$ cat src/design/zx_io_pkg.sv
`default_nettype none

package zx_io_pkg;

  localparam int addr_w = 16, data_w = 8;

  localparam int border_w = 3;

  // covox decodes the low address byte only
  localparam logic [7:0] port_covox = 8'hFB;

  localparam logic [addr_w-1:0] port_intmask = 16'h2AAF;

  // ULA port answers when this address bit is zero
  localparam int fe_sel_bit = 0;

  // IM2 vectors
  localparam logic [data_w-1:0] vec_frm = 8'hFF;
  localparam logic [data_w-1:0] vec_lin = 8'hFD;
  localparam logic [data_w-1:0] vec_dma = 8'hFB;

  // bit 0 frame, bit 1 line, bit 2 dma
  localparam int n_int_src = 3;

  localparam logic [n_int_src-1:0] intmask_rst = 3'b001;  // frame only

  typedef struct packed {
    logic [2:0]          unused;
    logic                beeper;
    logic                tape_out;
    logic [border_w-1:0] border;
  } zx_ula_byte_t;

  // the byte on a port write, seen as ULA fields or as a covox sample
  typedef union packed {
    zx_ula_byte_t      ula;
    logic [data_w-1:0] raw;
  } zx_wr_byte_u;

endpackage

`default_nettype wire
$ cat src/design/zx_io_top.sv
`default_nettype none

module zx_io_top import zx_io_pkg::*; (
  input  wire                  fclk,
  input  wire                  arst_n,
  input  wire                  iorq_n,
  input  wire                  rd_n,
  input  wire                  wr_n,
  input  wire                  m1_n,
  input  wire [addr_w-1:0]     a,
  input  wire [data_w-1:0]     din,
  input  wire [n_int_src-1:0]  int_src,
  output logic [data_w-1:0]    dout,
  output logic                 dout_en,
  output logic                 int_n,
  output logic [border_w-1:0]  border,
  output logic                 beep
);

  wire                 iowr_s;
  wire                 iord;
  wire                 intack;
  wire                 intack_s;
  wire                 fe_we;
  wire                 covox_we;
  wire                 intmask_we;
  wire                 int_ack;
  wire [n_int_src-1:0] intmask;
  wire [data_w-1:0]    im2vect;

  z80_strobes u_strobes (
    .fclk     (fclk),
    .arst_n   (arst_n),
    .iorq_n   (iorq_n),
    .rd_n     (rd_n),
    .wr_n     (wr_n),
    .m1_n     (m1_n),
    .iowr_s   (iowr_s),
    .iord     (iord),
    .intack   (intack),
    .intack_s (intack_s)
  );

  zport_decode u_decode (
    .fclk       (fclk),
    .arst_n     (arst_n),
    .a          (a),
    .din        (din),
    .iowr_s     (iowr_s),
    .iord       (iord),
    .intack     (intack),
    .intack_s   (intack_s),
    .intmask    (intmask),
    .im2vect    (im2vect),
    .fe_we      (fe_we),
    .covox_we   (covox_we),
    .intmask_we (intmask_we),
    .int_ack    (int_ack),
    .dout       (dout),
    .dout_en    (dout_en)
  );

  zint_ctrl u_int (
    .fclk       (fclk),
    .arst_n     (arst_n),
    .din        (din),
    .intmask_we (intmask_we),
    .int_ack    (int_ack),
    .int_src    (int_src),
    .intmask    (intmask),
    .im2vect    (im2vect),
    .int_n      (int_n)
  );

  zsound u_sound (
    .fclk     (fclk),
    .arst_n   (arst_n),
    .din      (din),
    .fe_we    (fe_we),
    .covox_we (covox_we),
    .border   (border),
    .beep     (beep)
  );

endmodule

`default_nettype wire

$ cat src/design/zsound.sv
`default_nettype none

module zsound import zx_io_pkg::*; (
  input  wire                 fclk,
  input  wire                 arst_n,
  input  wire [data_w-1:0]    din,
  input  wire                 fe_we,
  input  wire                 covox_we,
  output logic [border_w-1:0] border,
  output logic                beep
);

  zx_wr_byte_u wr_byte;

  logic              beeper;
  logic              covox_sel;  // 1 when the last sound write was covox
  logic [data_w-1:0] sample;
  logic [data_w-1:0] acc;
  logic              covox_bit;

  assign wr_byte = din;

  always_ff @(posedge fclk or negedge arst_n) begin
    if (!arst_n) begin
      border    <= '0;
      beeper    <= 1'b0;
      covox_sel <= 1'b0;
      acc       <= '0;
      covox_bit <= 1'b0;
    end else begin
      if (fe_we) begin
        border    <= wr_byte.ula.border;
        beeper    <= wr_byte.ula.beeper;
        covox_sel <= 1'b0;
      end else if (covox_we) begin
        covox_sel <= 1'b1;
      end
      // first order sigma-delta, carry out is the pdm bit
      if (covox_sel) begin
        {covox_bit, acc} <= {1'b0, acc} + {1'b0, sample};
      end
    end
  end

  always_ff @(posedge fclk) begin
    if (covox_we) begin
      sample <= wr_byte.raw;
    end
  end

  assign beep = covox_sel ? covox_bit : beeper;

endmodule

`default_nettype wire

$ cat src/design/zint_ctrl.sv
`default_nettype none

module zint_ctrl import zx_io_pkg::*; (
  input  wire                  fclk,
  input  wire                  arst_n,
  input  wire [data_w-1:0]     din,
  input  wire                  intmask_we,
  input  wire                  int_ack,
  input  wire [n_int_src-1:0]  int_src,
  output logic [n_int_src-1:0] intmask,
  output logic [data_w-1:0]    im2vect,
  output logic                 int_n
);

  logic [n_int_src-1:0] pending;
  logic [n_int_src-1:0] pend_top;   // one-hot highest priority pending
  logic [n_int_src-1:0] pend_clr;
  logic [n_int_src-1:0] pend_nxt;

  // lowest bit wins so frame goes first
  assign pend_top = pending & (~pending + 1'b1);

  always_comb begin
    im2vect = vec_frm;  // frame or nothing pending
    if (pend_top[1]) begin
      im2vect = vec_lin;
    end else if (pend_top[2]) begin
      im2vect = vec_dma;
    end
  end

  assign pend_clr = int_ack ? pend_top : '0;

  always_comb begin
    pend_nxt = (pending & ~pend_clr) | (int_src & intmask);
    if (intmask_we) begin
      pend_nxt = pend_nxt & din[n_int_src-1:0];  // masking drops the request too
    end
  end

  always_ff @(posedge fclk or negedge arst_n) begin
    if (!arst_n) begin
      intmask <= intmask_rst;
      pending <= '0;
      int_n   <= 1'b1;
    end else begin
      if (intmask_we) begin
        intmask <= din[n_int_src-1:0];
      end
      pending <= pend_nxt;
      int_n   <= ~|pending;  // one cycle behind the flags
    end
  end

  // flags only clear through an ack or a mask write
  a_int_idle: assert property (@(posedge fclk) disable iff (!arst_n)
    !(|pending) && !$past(int_ack) && !$past(intmask_we) |-> int_n)
    else $error("int_n low with no pending source");

endmodule

`default_nettype wire

$ cat src/design/zport_decode.sv
`default_nettype none

module zport_decode import zx_io_pkg::*; (
  input  wire                  fclk,
  input  wire                  arst_n,
  input  wire [addr_w-1:0]     a,
  input  wire [data_w-1:0]     din,
  input  wire                  iowr_s,
  input  wire                  iord,
  input  wire                  intack,
  input  wire                  intack_s,
  input  wire [n_int_src-1:0]  intmask,
  input  wire [data_w-1:0]     im2vect,
  output logic                 fe_we,
  output logic                 covox_we,
  output logic                 intmask_we,
  output logic                 int_ack,
  output logic [data_w-1:0]    dout,
  output logic                 dout_en
);

  logic ula_hit;
  logic covox_hit;
  logic intmask_hit;

  logic [data_w-1:0] vect_q;  // vector seen at the start of acknowledge

  // Spectrum style partial decode for the ULA, the others need more bits
  assign ula_hit     = ~a[fe_sel_bit];
  assign covox_hit   = a[7:0] == port_covox;
  assign intmask_hit = a == port_intmask;

  always_ff @(posedge fclk or negedge arst_n) begin
    if (!arst_n) begin
      fe_we      <= 1'b0;
      covox_we   <= 1'b0;
      intmask_we <= 1'b0;
    end else begin
      fe_we      <= iowr_s & ula_hit;
      covox_we   <= iowr_s & covox_hit;
      intmask_we <= iowr_s & intmask_hit;
    end
  end

  // zint_ctrl moves on to the next source right after the ack,
  // so keep the served vector for the rest of the bus cycle
  always_ff @(posedge fclk) begin
    if (intack_s) begin
      vect_q <= im2vect;
    end
  end

  assign int_ack = intack_s;

  always_comb begin
    dout_en = 1'b0;
    dout    = '0;
    if (intack) begin
      dout_en = 1'b1;
      dout    = intack_s ? im2vect : vect_q;
    end else if (iord && intmask_hit) begin
      dout_en = 1'b1;
      dout    = data_w'(intmask);  // upper bits read as zero
    end
  end

  a_we_onehot: assert property (@(posedge fclk) disable iff (!arst_n)
    $onehot0({fe_we, covox_we, intmask_we}))
    else $error("more than one port write enable active");

  // write data is taken one cycle after the strobe
  a_din_stable: assert property (@(posedge fclk) disable iff (!arst_n)
    iowr_s |=> $stable(din) && $stable(a))
    else $error("bus changed between write strobe and write enable");

endmodule

`default_nettype wire

$ cat src/design/z80_strobes.sv
`default_nettype none

module z80_strobes (
  input  wire  fclk,
  input  wire  arst_n,
  input  wire  iorq_n,
  input  wire  rd_n,
  input  wire  wr_n,
  input  wire  m1_n,
  output logic iowr_s,
  output logic iord,
  output logic intack,
  output logic intack_s
);

  // two-stage synchronizers, active high inside
  logic [1:0] iorq_sy;
  logic [1:0] rd_sy;
  logic [1:0] wr_sy;
  logic [1:0] m1_sy;

  logic iowr;
  logic iowr_d;
  logic intack_d;

  always_ff @(posedge fclk or negedge arst_n) begin
    if (!arst_n) begin
      iorq_sy  <= '0;
      rd_sy    <= '0;
      wr_sy    <= '0;
      m1_sy    <= '0;
      iowr_d   <= 1'b0;
      intack_d <= 1'b0;
    end else begin
      iorq_sy  <= {iorq_sy[0], ~iorq_n};
      rd_sy    <= {rd_sy[0], ~rd_n};
      wr_sy    <= {wr_sy[0], ~wr_n};
      m1_sy    <= {m1_sy[0], ~m1_n};
      iowr_d   <= iowr;
      intack_d <= intack;
    end
  end

  assign iowr   = iorq_sy[1] & wr_sy[1];
  assign iord   = iorq_sy[1] & rd_sy[1];
  assign intack = iorq_sy[1] & m1_sy[1];  // iorq with m1 is an int acknowledge

  // rising edges
  assign iowr_s   = iowr & ~iowr_d;
  assign intack_s = intack & ~intack_d;

  a_wr_not_ack: assert property (@(posedge fclk) disable iff (!arst_n)
    !(iowr_s && intack_s))
    else $error("iowr_s and intack_s high in the same cycle");

endmodule

`default_nettype wire

$ cat config.mk
export PLATFORM = sky130hd
export DESIGN_NAME = zx_io_top
export DESIGN_NICKNAME = d
export VERILOG_FILES = /design/src/design/zx_io_pkg.sv /design/src/design/zx_io_top.sv /design/src/design/zsound.sv /design/src/design/zint_ctrl.sv /design/src/design/zport_decode.sv /design/src/design/z80_strobes.sv
export SDC_FILE = /design/constraint.sdc
export NUM_CORES = 1
export LEC_CHECK = 0
export ABC_CLOCK_PERIOD_IN_PS = 2150
export BUFFER_PORTS_ARGS = -buffer_cell sky130_fd_sc_hd__buf_2
export CORE_MARGIN = 5
export CORE_UTILIZATION = 50
export CTS_BUF_LIST = sky130_fd_sc_hd__clkbuf_4
export DETAILED_ROUTE_END_ITERATION = 16
export PLACE_DENSITY = 0.74
export RECOVER_POWER = 50
export SYNTH_ARGS = -nofsm -noshare
export SYNTH_HDL_FRONTEND = slang
export SYNTH_SLANG_ARGS = --single-unit
$ cat constraint.sdc
create_clock -name fclk -period 2.15 [get_ports fclk]
set_input_delay 0 -clock fclk [delete_from_list [all_inputs] [get_ports fclk]]
set_output_delay 0 -clock fclk [all_outputs]
set_load 0.01 [all_outputs]
Word level (Yosys, flattened, before mapping)
Index checks and enable logic that the tools add are counted.
{"block": "classes", "bitwise_logic": 22, "muxes": 12, "reduce_logical": 4, "n_addsub": 2, "n_eq_ne": 2}
{"cell": "$eq 16x14->1 const B", "count": 1}
{"cell": "$mux 8", "count": 2}
{"cell": "$mux 3", "count": 5}
{"cell": "$and 3x3->3", "count": 4}
{"cell": "$add 8x8->9", "count": 1}
{"cell": "$and 1x1->1", "count": 8}
{"cell": "$eq 8x8->1 const B", "count": 1}
{"cell": "$not 1->1", "count": 7}
{"cell": "$not 3->3", "count": 2}
{"cell": "$mux 1", "count": 5}
{"cell": "$add 3x1->3 const B", "count": 1}
{"cell": "$or 3x3->3", "count": 1}
{"cell": "$reduce_or 3->1", "count": 1}
{"cell": "$reduce_bool 2->1", "count": 1}
{"cell": "$logic_and 1x1->1", "count": 1}
{"cell": "$logic_not 1->1", "count": 1}
{"block": "word_totals", "ff_bits": 50, "word_cells": 61, "output_inout_bits": 14, "inputBits": 33}

Longest topological paths before layout
{"block": "depth", "ltp_word": 9, "depth_mapped": 6, "mapped_depth_nobuf": 6}

By module
From an unflattened synthesis, not the netlist that was laid out.
{"block": "hier_totals", "hier_cells": 196, "area_unflattened_um2": 2333.5}
{"mod": "zsound", "instances": 1, "seq_area_each_um2": 590.6, "area_each_um2": 1143.6, "cells_per_inst": 93}
{"mod": "zport_decode", "instances": 1, "seq_area_each_um2": 235.2, "area_each_um2": 543.0, "cells_per_inst": 51}
{"mod": "zint_ctrl", "instances": 1, "seq_area_each_um2": 177.7, "area_each_um2": 341.6, "cells_per_inst": 33}
{"mod": "z80_strobes", "instances": 1, "seq_area_each_um2": 250.2, "area_each_um2": 305.3, "cells_per_inst": 19}

Worst setup path before layout
No wires, ideal clock.
{"block": "synth_path", "path_type": "register to register", "start": "reg u_sound.acc[0]", "end": "reg u_sound.covox_bit", "setup_ns": 0.124, "path_stages_with_launch": 7, "path_slack_ns": 0.178, "required_ns": 2.026, "arrival_ns": 1.848, "path_buffers": 0, "period_less_slack_ns": 1.972, "path_cell_list": "dfrtp_1 > ha_1 > fa_1 > a21oi_1 > o21ai_0 > o311a_1 > o31a_1"}
{"block": "synth_via", "elab_chain_len": 1}
{"item": "start: declaration", "line": "zsound.sv:18", "source": "logic [data_w-1:0] acc;"}
{"item": "start signal: assignment", "line": "zsound.sv:40", "source": "{covox_bit, acc} <= {1'b0, acc} + {1'b0, sample};"}
{"item": "$add 8x8->9", "line": "zsound.sv:40"}
{"item": "end signal: assignment", "line": "zsound.sv:40"}
{"item": "end: declaration", "line": "zsound.sv:19", "source": "logic covox_bit;"}
Every way passes these cells.
A chain may end at the register's enable or synchronous reset.

Final worst setup path
Same ends and word-level chain as after synthesis.

==> flow_metrics.tcl <==
set metrics [dict create \
    critical-path-top-delay-family "compound AO/OA/AOI/OAI gates" \
    postSynthNetCount 234 \
    final-hold-violation-count 0 \
    min_path_type "primary input to asynchronous set/reset pin" \
    critPathArrivalTime_ns 2.29 \
    layout.cells.most_common "sky130_fd_sc_hd__buf_2" \
    cts_tree "built" \
    syn2layout_area_growth_pct 27.35 \
    worstSetupStartpointType "flip-flop" \
    rrSetupSlack_ns 0.11 \
    row_count 24 \
    floorplan.io_pins 47 \
    critical_path_required_ns 2.40 \
    detailed_placement_hpwl_um 3060 \
    cp_num_buf_inv 0 \
    final-max-slew-violation-count 0 \
    cp_slowest_cell "sky130_fd_sc_hd__dfrtp_1" \
    net_switching_fraction_of_the_power_pct 27.15 \
    cap_violations 0 \
    average_wire_per_standard_cell_um 13.69 \
    globalRouteTotalUtil_pct 16.82 \
    fin_tns_setup_ns 0 \
    number_of_global_route_vias_before_repair 1668 \
    clock_power_share_pct 23.0 \
    gp_congestion 0.7984 \
    clk_buf_depth 2 \
    largest_area_contributor_in_the_synthesized_netlist "sky130_fd_sc_hd__dfrtp_1" \
    drt_iter0_markers 104 \
    worst-path-max-fanout 3 \
    fp.dieW_um 75.86 \
    final-instance-count-excl-fill 320 \
    cellPowerDensity_nw_per_um2 683.5 \
    postSynthAreaPerCell_um2 11.29 \
    crit_path_max_incr_delay_ns 0.42 \
    post-layout-total-power_uw 1887 \
    rsz0062_at_grt "false" \
    number_of_antenna_violations_at_the_first_check_in_global_routing 0 \
    residual_antenna_violating_net_count_after_detailed_routing 0 \
    ys_seq_area_share_pct 57.82 \
    placed_cell_area_um2 2460 \
    internal_power_uw 1375 \
    n_fill_cell 336 \
    placedCellCount 288 \
    core_region_area_um2 4294 \
    number_of_warnings_printed_during_yosys_synthesis 0 \
    yosys_most_used_dff "sky130_fd_sc_hd__dfrtp_1" \
    seqPwrFrac_pct 56.7 \
    fin_worst_skew_ns 0.009153 \
    layout.area.seq_um2 1255 \
    cts_htree_levels 2 \
    design.die.area_um2 5754 \
    period_minus_slack_ns 2.036 \
    netlist-cell-type-count 46 \
    layout_common_cells "sky130_fd_sc_hd__buf_2, sky130_fd_sc_hd__dfrtp_1, sky130_fd_sc_hd__dlygate4sd3_1, sky130_fd_sc_hd__inv_1, sky130_fd_sc_hd__nand2_1" \
    place.port_buffers 46 \
    netlist.area_leader.share_pct 36.93 \
    overflow 0 \
    share_of_cells_above_drive_strength_1_pct 27.99 \
    hold_ws_ns 0.2241 \
    vias 1670 \
    power.leakage_uw 0.001283 \
    min_period_over_period_pct 94.71 \
    max_slew.worst_pin.slew_ns 0.7323 \
    timing.final.setup_violations 0 \
    path_clk_slew_ns 0.13 \
    global_route_wire_length_before_repair_um 7238 \
    finalInstanceArea_um2 2761 \
    postSynthCellCount 192 \
    max_slew_margin_pct 51.18 \
    regToRegStartpoint "u_sound.acc[0]$_DFFE_PN0P_" \
    max_clock_freq_ghz 0.4911 \
    status "finished clean" \
    synth_edf_count 8 \
    drt_pass1_iterations 4 \
    antenna_cell_count 0 \
    cts_buffers 5 \
    path_cells "ha_1, fa_2, a21oi_2, o21ai_0, o311a_1, o31a_1" \
    combPwrFrac_pct 20.3 \
    post_synth_instance_area_um2 2168 \
    regToRegEndpoint "u_sound.covox_bit$_DFFE_PN0P_" \
    synth_async_sr_flop_share_pct 68.00 \
    starting_density_pct 50.50 \
    clock_insertion_delay_worst_skew_ns 0.36 \
    clock-root-buffer "sky130_fd_sc_hd__clkbuf_4" \
    p_switching_uw 512.4 \
    cp-end-kind "flip-flop" \
    die-height_um 75.86 \
    drc_markers 0 \
    path_class "flip-flop to flip-flop" \
    synth.ff_latch_count 50 \
    layout.nets 309 \
    timing.reg2reg.worst_path_depth 6 \
    route.final.wire_length_um 4380 \
    synthTopCellsByArea "sky130_fd_sc_hd__dfrtp_1, sky130_fd_sc_hd__edfxtp_1, sky130_fd_sc_hd__dfxtp_1" \
    multi_input_combinational_cell_area_um2 840.8 \
    grt_max_degree 35 \
    drt-vias-per-instance 5.219 \
    peakVddDrop_uv 362.7 \
    clock_sink_total 50 \
]
[stage by stage]
stage / worst slack, ns / utilization, %
after floorplan: 0.1778 / -
after global placement: 0.09154 / 57.28
after detailed placement: 0.04220 / 57.28
after CTS: 0.01889 / 64.02
after global routing: 0.006127 / 64.31
final: 0.1138 / 64.31
[layer usage]
| metal | up-vias | routed length, um | global-route usage [%] |
|---|---|---|---|
| li1 | 833 | - | - |
| met1 | 779 | 1967 | 20.89 |
| met2 | 53 | 2103 | 27.76 |
| met3 | 5 | 248 | 3.958 |
| met4 | 0 | 61 | 7.573 |
| met5 | - | 0 | 0 |
[power groups by stage]
stage / Sequential [uW] / Clock, uW / Combinational [uW]
after floorplan: 1080 / 0 / 229
after global placement: 1090 / 0 / 341
after detailed placement: 1090 / 0 / 349
after CTS: 1070 / 452 / 379
after global routing: 1080 / 480 / 433
final: 1070 / 435 / 383
[repair_timing]
action	CTS	global route
resized for setup	0	4
setup endpoints to repair	0	3
endpoints found under the hold margin	57	0
buffers inserted	0	1
hold buffers	23	0
[how the worst max path moves through the flow]
stage | from | endpoint | slack (ns) | cells after the start
6_report | u_sound.acc[0]$_DFFE_PN0P_ | u_sound.covox_bit$_DFFE_PN0P_ | 0.11 | 6
5_1_grt | u_strobes.m1_sy[1]$_DFF_PN0_ | dout[1] | 0.006 | 5
4_1_cts | u_sound.acc[0]$_DFFE_PN0P_ | u_sound.covox_bit$_DFFE_PN0P_ | 0.02 | 6
3_5_place_dp | u_sound.acc[0]$_DFFE_PN0P_ | u_sound.covox_bit$_DFFE_PN0P_ | 0.04 | 6
3_3_place_gp | u_sound.acc[0]$_DFFE_PN0P_ | u_sound.covox_bit$_DFFE_PN0P_ | 0.09 | 6
2_1_floorplan | u_sound.acc[0]$_DFFE_PN0P_ | u_sound.covox_bit$_DFFE_PN0P_ | 0.18 | 6
[sequential cells by signal (all words and copies together) (netlist names)]
| name | cells |
|---|---|
| u_decode.vect_q | 8 |
| u_sound.acc | 8 |
| u_sound.sample | 8 |
| u_int.intmask | 3 |
| u_int.pending | 3 |
| u_sound.border | 3 |
| u_strobes.iorq_sy | 2 |
| u_strobes.m1_sy | 2 |
| u_strobes.rd_sy | 2 |
| u_strobes.wr_sy | 2 |
| u_decode.covox_we | 1 |
| u_decode.fe_we | 1 |
| u_decode.intmask_we | 1 |
| u_int.int_n | 1 |
| u_sound.beeper | 1 |
| u_sound.covox_bit | 1 |
| u_sound.covox_sel | 1 |
| u_strobes.intack_d | 1 |
| u_strobes.iowr_d | 1 |
[synthesized netlist by cell type, types with 3 or more instances]
cell type                  count
sky130_fd_sc_hd__clkbuf_1      3
sky130_fd_sc_hd__nand4_1       3
sky130_fd_sc_hd__mux2_2        8
sky130_fd_sc_hd__nand2_1      14
sky130_fd_sc_hd__ha_1          8
sky130_fd_sc_hd__or4_1         3
sky130_fd_sc_hd__nand3_1       4
sky130_fd_sc_hd__a21oi_1       7
sky130_fd_sc_hd__nor3_1        5
sky130_fd_sc_hd__dfxtp_1       8
sky130_fd_sc_hd__dfrtp_1      32
sky130_fd_sc_hd__inv_1        19
sky130_fd_sc_hd__a31oi_1       3
sky130_fd_sc_hd__or2_2         7
sky130_fd_sc_hd__o21ai_0       6
sky130_fd_sc_hd__o21a_1        3
sky130_fd_sc_hd__nor2_1       12
sky130_fd_sc_hd__edfxtp_1      8
sky130_fd_sc_hd__and2_1        6
[worst register-to-register path: stages (launching register included)]
cell	delay (ns)
sky130_fd_sc_hd__dfrtp_1	0.42
sky130_fd_sc_hd__ha_1	0.25
sky130_fd_sc_hd__fa_2	0.37
sky130_fd_sc_hd__a21oi_2	0.18
sky130_fd_sc_hd__o21ai_0	0.15
sky130_fd_sc_hd__o311a_1	0.33
sky130_fd_sc_hd__o31a_1	0.24
[cell families after synthesis]
kind of cell	Yosys count	synth area share (%)
simple gates	64	15.98
flops	50	57.82
compound gates	38	12.29
buf+inv	22	3.808
fa+ha+maj	9	5.540
mux	8	4.155
xor+xnor	1	0.4040
[cell type report]
cell class / instances / area share [%]
Clock buffer: 7 / 1.903
Clock inverter: 1 / 0.2266
Inverter: 19 / 2.583
Multi-Input combinational cell: 120 / 30.45
Sequential cell: 50 / 45.45
Tap cell: 52 / 2.356
Timing Repair Buffer: 71 / 17.04
(Power assumes the default switching activity.)
